<file path="src/common/mult_pkg.sv">
package mult_pkg;

    localparam int OPERAND_W  = 16;
    localparam int PRODUCT_W  = 2 * OPERAND_W;
    localparam int NUM_DIGITS = OPERAND_W / 2;    // Radix-4, two bits per digit.
    localparam int NUM_ROWS   = NUM_DIGITS + 1;   // Digit rows plus the hot-one row.

    typedef logic signed [OPERAND_W-1:0] operand_t;
    typedef logic signed [PRODUCT_W-1:0] product_t;

    // Encoded as {neg, select_2m, select_m}.
    typedef enum logic [2:0] {
        DIGIT_ZERO     = 3'b000,
        DIGIT_PLUS_M   = 3'b001,
        DIGIT_PLUS_2M  = 3'b010,
        DIGIT_MINUS_2M = 3'b110,
        DIGIT_MINUS_M  = 3'b101
    } booth_digit_e;

    typedef booth_digit_e [NUM_DIGITS-1:0] digits_t;

    // Row NUM_ROWS-1 holds the negation correction ones.
    typedef product_t [NUM_ROWS-1:0] pp_rows_t;

endpackage

</file>
<file path="src/booth/booth_recoder.sv">
`timescale 1ns/100ps

module booth_recoder (
    input  mult_pkg::operand_t multiplier,
    output mult_pkg::digits_t  digits
);

    logic [mult_pkg::OPERAND_W:0] padded;

    assign padded = {multiplier, 1'b0};   // Implicit zero below bit 0.

    always_comb begin
        logic [2:0] trip;
        logic       sel_m;
        logic       sel_2m;
        logic       neg;
        for (int i = 0; i < mult_pkg::NUM_DIGITS; i++) begin
            trip   = padded[2*i +: 3];
            sel_m  = trip[0] ^ trip[1];
            sel_2m = ~(sel_m | ~(trip[1] ^ trip[2]));
            // 111 selects nothing, so it stays a plain zero.
            neg    = trip[2] & (sel_m | sel_2m);
            digits[i] = mult_pkg::booth_digit_e'({neg, sel_2m, sel_m});
        end
    end

endmodule

</file>
<file path="src/booth/partial_product_gen.sv">
`timescale 1ns/100ps

module partial_product_gen (
    input  logic               clk,
    input  logic               rst,
    input  logic               in_valid,
    output logic               in_ready,
    input  mult_pkg::operand_t multiplicand,
    input  mult_pkg::operand_t multiplier,
    output logic               rows_valid,
    input  logic               rows_ready,
    output mult_pkg::pp_rows_t rows
);

    localparam int EXT_W = mult_pkg::PRODUCT_W - mult_pkg::OPERAND_W - 1;

    mult_pkg::digits_t  digits;
    mult_pkg::pp_rows_t rows_d;

    booth_recoder booth_recoder_inst (
        .multiplier (multiplier),
        .digits     (digits)
    );

    always_comb begin
        logic [mult_pkg::OPERAND_W:0] mag;
        logic [mult_pkg::OPERAND_W:0] sel;
        logic                         neg;
        rows_d = '0;
        for (int i = 0; i < mult_pkg::NUM_DIGITS; i++) begin
            case (digits[i])
                mult_pkg::DIGIT_PLUS_M, mult_pkg::DIGIT_MINUS_M:
                    mag = {multiplicand[mult_pkg::OPERAND_W-1], multiplicand};
                mult_pkg::DIGIT_PLUS_2M, mult_pkg::DIGIT_MINUS_2M:
                    mag = {multiplicand, 1'b0};
                default:
                    mag = '0;
            endcase
            neg = digits[i] inside {mult_pkg::DIGIT_MINUS_M, mult_pkg::DIGIT_MINUS_2M};
            sel = neg ? ~mag : mag;   // One's complement, hot one added below.
            rows_d[i] = {{EXT_W{sel[mult_pkg::OPERAND_W]}}, sel} << (2 * i);
            rows_d[mult_pkg::NUM_ROWS-1][2*i] = neg;
        end
    end

    assign in_ready = ~rows_valid | rows_ready;

    always_ff @(posedge clk) begin
        if (rst) begin
            rows_valid <= 1'b0;
        end else if (in_ready) begin
            rows_valid <= in_valid;
        end
    end

    // Payload only moves on a transfer.
    always_ff @(posedge clk) begin
        if (in_valid && in_ready) begin
            rows <= rows_d;
        end
    end

    // A stalled stage must present the same item on the next cycle.
    rows_hold_a : assert property (
        @(posedge clk) disable iff (rst)
        rows_valid && !rows_ready |=> rows_valid && $stable(rows)
    );

endmodule

</file>
<file path="src/verilog/csa_tree.sv">
`timescale 1ns/100ps

module csa_tree (
    input  logic               clk,
    input  logic               rst,
    input  logic               rows_valid,
    output logic               rows_ready,
    input  mult_pkg::pp_rows_t rows,
    output logic               vec_valid,
    input  logic               vec_ready,
    output mult_pkg::product_t sum_vec,
    output mult_pkg::product_t carry_vec
);

    mult_pkg::product_t lvl1 [6];   // 9 to 6.
    mult_pkg::product_t lvl2 [4];   // 6 to 4.
    mult_pkg::product_t lvl3 [3];   // 4 to 3.
    mult_pkg::product_t sum_d;
    mult_pkg::product_t carry_d;

    function automatic mult_pkg::product_t csa_sum(
        input mult_pkg::product_t a,
        input mult_pkg::product_t b,
        input mult_pkg::product_t c
    );
        return a ^ b ^ c;
    endfunction

    // Carry moves up one column, the top bit falls off.
    function automatic mult_pkg::product_t csa_carry(
        input mult_pkg::product_t a,
        input mult_pkg::product_t b,
        input mult_pkg::product_t c
    );
        return ((a & b) | (a & c) | (b & c)) << 1;
    endfunction

    for (genvar g = 0; g < 3; g++) begin : gen_lvl1
        assign lvl1[2*g]   = csa_sum(rows[3*g], rows[3*g+1], rows[3*g+2]);
        assign lvl1[2*g+1] = csa_carry(rows[3*g], rows[3*g+1], rows[3*g+2]);
    end

    assign lvl2[0] = csa_sum(lvl1[0], lvl1[1], lvl1[2]);
    assign lvl2[1] = csa_carry(lvl1[0], lvl1[1], lvl1[2]);
    assign lvl2[2] = csa_sum(lvl1[3], lvl1[4], lvl1[5]);
    assign lvl2[3] = csa_carry(lvl1[3], lvl1[4], lvl1[5]);

    assign lvl3[0] = csa_sum(lvl2[0], lvl2[1], lvl2[2]);
    assign lvl3[1] = csa_carry(lvl2[0], lvl2[1], lvl2[2]);
    assign lvl3[2] = lvl2[3];   // Passes through this level.

    assign sum_d   = csa_sum(lvl3[0], lvl3[1], lvl3[2]);
    assign carry_d = csa_carry(lvl3[0], lvl3[1], lvl3[2]);

    assign rows_ready = ~vec_valid | vec_ready;

    always_ff @(posedge clk) begin
        if (rst) begin
            vec_valid <= 1'b0;
        end else if (rows_ready) begin
            vec_valid <= rows_valid;
        end
    end

    always_ff @(posedge clk) begin
        if (rows_valid && rows_ready) begin
            sum_vec   <= sum_d;
            carry_vec <= carry_d;
        end
    end

    vec_valid_known_a : assert property (
        @(posedge clk) disable iff (rst)
        !$isunknown(vec_valid)
    );

endmodule

</file>
<file path="src/verilog/final_adder.sv">
`timescale 1ns/100ps

module final_adder (
    input  logic               clk,
    input  logic               rst,
    input  logic               vec_valid,
    output logic               vec_ready,
    input  mult_pkg::product_t sum_vec,
    input  mult_pkg::product_t carry_vec,
    output logic               out_valid,
    input  logic               out_ready,
    output mult_pkg::product_t product
);

    mult_pkg::product_t product_d;

    assign product_d = sum_vec + carry_vec;   // Wraps modulo 2^32.

    assign vec_ready = ~out_valid | out_ready;

    always_ff @(posedge clk) begin
        if (rst) begin
            out_valid <= 1'b0;
        end else if (vec_ready) begin
            out_valid <= vec_valid;
        end
    end

    always_ff @(posedge clk) begin
        if (vec_valid && vec_ready) begin
            product <= product_d;
        end
    end

    product_hold_a : assert property (
        @(posedge clk) disable iff (rst)
        out_valid && !out_ready |=> out_valid && $stable(product)
    );

endmodule

</file>
<file path="src/verilog/booth_multiplier.sv">
`timescale 1ns/100ps

module booth_multiplier (
    input  logic               clk,
    input  logic               rst,
    input  logic               in_valid,
    output logic               in_ready,
    input  mult_pkg::operand_t multiplicand,
    input  mult_pkg::operand_t multiplier,
    output logic               out_valid,
    input  logic               out_ready,
    output mult_pkg::product_t product
);

    logic               rows_valid;
    logic               rows_ready;
    mult_pkg::pp_rows_t rows;
    logic               vec_valid;
    logic               vec_ready;
    mult_pkg::product_t sum_vec;
    mult_pkg::product_t carry_vec;

    // Stage 1.
    partial_product_gen partial_product_gen_inst (
        .clk          (clk),
        .rst          (rst),
        .in_valid     (in_valid),
        .in_ready     (in_ready),
        .multiplicand (multiplicand),
        .multiplier   (multiplier),
        .rows_valid   (rows_valid),
        .rows_ready   (rows_ready),
        .rows         (rows)
    );

    // Stage 2.
    csa_tree csa_tree_inst (
        .clk        (clk),
        .rst        (rst),
        .rows_valid (rows_valid),
        .rows_ready (rows_ready),
        .rows       (rows),
        .vec_valid  (vec_valid),
        .vec_ready  (vec_ready),
        .sum_vec    (sum_vec),
        .carry_vec  (carry_vec)
    );

    // Stage 3.
    final_adder final_adder_inst (
        .clk       (clk),
        .rst       (rst),
        .vec_valid (vec_valid),
        .vec_ready (vec_ready),
        .sum_vec   (sum_vec),
        .carry_vec (carry_vec),
        .out_valid (out_valid),
        .out_ready (out_ready),
        .product   (product)
    );

endmodule

</file>
<file path="config.mk">
export PLATFORM = sky130hd
export DESIGN_NAME = booth_multiplier
export DESIGN_NICKNAME = d
export VERILOG_FILES = /design/src/common/mult_pkg.sv /design/src/booth/booth_recoder.sv /design/src/booth/partial_product_gen.sv /design/src/verilog/csa_tree.sv /design/src/verilog/final_adder.sv /design/src/verilog/booth_multiplier.sv
export SDC_FILE = /design/constraint.sdc
export NUM_CORES = 1
export LEC_CHECK = 0
export BUFFER_PORTS_ARGS = -buffer_cell sky130_fd_sc_hd__buf_2
export CAP_MARGIN = 10
export CORE_ASPECT_RATIO = 1.5
export CORE_UTILIZATION = 60
export CTS_CLUSTER_SIZE = 20
export DETAILED_ROUTE_END_ITERATION = 8
export PLACE_DENSITY = 0.78
export SYNTH_ARGS = -nofsm -noshare
export SYNTH_HDL_FRONTEND = slang
export SYNTH_SLANG_ARGS = --single-unit
export TNS_END_PERCENT = 50
</file>
<file path="constraint.sdc">
create_clock -name clk -period 10.6 [get_ports clk]
set_input_delay 1.59 -clock clk [delete_from_list [all_inputs] [get_ports clk]]
set_output_delay 1.59 -clock clk [all_outputs]
set_load 0.01 [all_outputs]
</file>
==> run metrics <==
status completed; Buffers on Ports 69; core region area 25300 um^2; maximum achievable frequency 242 MHz; Crit Path Max Fanout 6; Post-Syn Area per Cell 11.7 um^2; drt pass-1 iters 5; Layout Nets 1558; Area growth, synth to finish 8.01%; Slew Limit Headroom 0.197; Design Area, Final 16900 um^2; Post-CTS Hold Buffers 0; Post-synth EDFFs 236; slowest CP cell nor2b_1; RSZ-0062 raised after global routing no; Internal 2.68 mW; Seq/Total Area, Yosys 0.458; number of routed nets with antenna violations 0; Non-Filler Instances 1680; Max H-tree Level 1; placed instance count 1637; clock power share 0.211; clock skew 8.62 ps; placed instance area 16100 um^2; Top Family by Delay on Critical Path simple AND/OR/NAND/NOR gates; Starting Density 0.617; syn nets 1555; First DRT Iteration DRCs 838; combinational share of power 0.430; Die Wd 134 um; most frequent cells in the layout edfxtp_1 (236), inv_1 (202), xor2_1 (136); worst path cell trace buf_2 > nor2b_1 > nand3_1 > buf_2; setup TNS 0 ps; clock slew seen by the registers of the worst setup and hold paths 60 ps; GRT Overall Usage 0.251; Sw Ratio 0.346; Design Power 4.11 mW; CTS resizes 0; worst hold slack 426 ps; CTS sink count 239; Die H 200 um; CTS Buf Count 23; Startpoint Class input pin; sequential share of power 0.359; clock buffer depth 3; layout cells sized above 1 0.0903; post-CTS setup buffers 0; cell row count 71; final setup margin 6470 ps; Vias/cell 5.85; P_sw 1.42 mW; final wirelength 32200 um; slowest stage delay, CP 510 ps; # fillers 1832; DPL Wire Length 23100 um; fin crit share 0.389; worst path buffer plus inverter count 2; Yosys reg bits 239; via count 9824; PD cells 243 nW/um^2; Synth area leader edfxtp_1; Worst-Skew Late Latency 510 ps; Post-Syn Area 15600 um^2; CTS root buf clkbuf_16; synth top area cells edfxtp_1 (45%), fa_1 (15%), xor2_1 (7.6%); share of the synthesized area in the top cell type 0.454; MaxCap Viol Count 0; gp weighted congestion 0.880; worst hold-check path type reg -> reg; DP Worst Slack 6460 ps; CTS tree built; Synth async-reset ratio 0; Pleak 7.11 nW; vias in the first global route 9877; total congestion overflow 0; Slew Viols, Final 0; Worst IR Drop VDD 0.130 mV; Mapped Cells 1332; YS warnings 0; min Tclk post-route 4130 ps; CP Class in -> out; DIE AREA 26700 um^2; CP Data Arrival Time 2540 ps; Critical Path End Type primary output; Unique masters post-synth 53; Remaining DRCs 0; CP Data Required Time 9010 ps; first-pass GRT wire length 51300 um; Setup-failing EPs final 0; slew at the pin with the worst max-slew slack 1200 ps; Primary FF master, synth edfxtp_1; Fin. Hold Viols 0; Layout Utilization 0.666; # IOs 70; largest net degree at the start of global routing 74; most common cell after layout, fill and taps aside edfxtp_1; initial antenna violation count 0; CP dominant cell by count buf_2; wire per inst 19.2 um
[power groups by stage]
stage | Combinational (mW) | Sequential (mW) | Clock, mW
2_1_floorplan | 1.31 | 1.50 | 0
3_3_place_gp | 1.62 | 1.49 | 0
3_5_place_dp | 1.74 | 1.49 | 0
4_1_cts | 1.78 | 1.48 | 0.877
5_1_grt | 2.02 | 1.49 | 0.907
6_report | 1.77 | 1.48 | 0.864
[per-layer routing]
layer | wire length [um] | vias up | global-route usage
li1 | - | 4543 | -
met4 | 1080 | 0 | 0.0968
met3 | 1680 | 71 | 0.0254
met2 | 16900 | 352 | 0.458
met1 | 12600 | 4858 | 0.303
met5 | 0 | - | 0
[state kept, by name, summed over array words and instances, names as in the netlist]
register and count:
csa_tree_inst.sum_vec 32, csa_tree_inst.vec_valid 1, csa_tree_inst.carry_vec 28, partial_product_gen_inst.rows_valid 1, final_adder_inst.product 32, final_adder_inst.out_valid 1
partial_product_gen_inst.rows 144
[logic make-up after synthesis]
logic type,Yosys count,share of synthesized area
buffers and inverters,298,0.0722
multiplexers,1,0.000641
AND/OR/NAND/NOR,217,0.0600
adder cells (fa/ha/maj),187,0.206
XOR/XNOR,158,0.0886
AO/OA/AOI/OAI,232,0.115
flip-flops,239,0.458
[path summary, 6_finish.rpt]
check                                         startpoint                               endpoint  slack [ps]  cells past startpoint
min reg2reg           csa_tree_inst.sum_vec[1]$_DFFE_PP_  final_adder_inst.product[1]$_DFFE_PP_         430                      0
max                                            out_ready                               in_ready        6470                      4
max reg2reg  partial_product_gen_inst.rows[16]$_DFFE_PP_    csa_tree_inst.sum_vec[29]$_DFFE_PP_        7250                      6
min                   csa_tree_inst.sum_vec[1]$_DFFE_PP_  final_adder_inst.product[1]$_DFFE_PP_         430                      0
[Yosys cell counts (2+ instances only)]
library cell	number
a211oi_1	2
or2_2	2
nor3_1	6
nor2_1	119
inv_1	202
o31ai_1	8
a21oi_1	27
xnor2_1	22
or3_1	4
dfxtp_1	3
clkbuf_1	65
nand2b_1	2
nand3_1	8
ha_1	70
edfxtp_1	236
o21a_1	4
fa_1	117
buf_4	2
buf_1	28
xor2_1	136
nor2b_1	11
a2111oi_0	2
a31oi_1	8
o21ai_0	49
and2_1	8
a22oi_1	19
nand2_1	46
a221o_1	87
and3_1	5
a21o_1	9
o21bai_1	3
[cell type report]
| class | instances | area (um^2) | share of cell area |
|---|---|---|---|
| Antenna cell | 1 | 2.50 | 0.000148 |
| Clock buffer | 24 | 579 | 0.0344 |
| Sequential cell | 239 | 7150 | 0.424 |
| Multi-Input combinational cell | 795 | 7360 | 0.437 |
| Timing Repair Buffer | 74 | 383 | 0.0227 |
| Tap cell | 328 | 410 | 0.0243 |
| Inverter | 202 | 758 | 0.0450 |
| Clock inverter | 17 | 215 | 0.0128 |
Note: power is estimated with default switching activity, not from simulation.
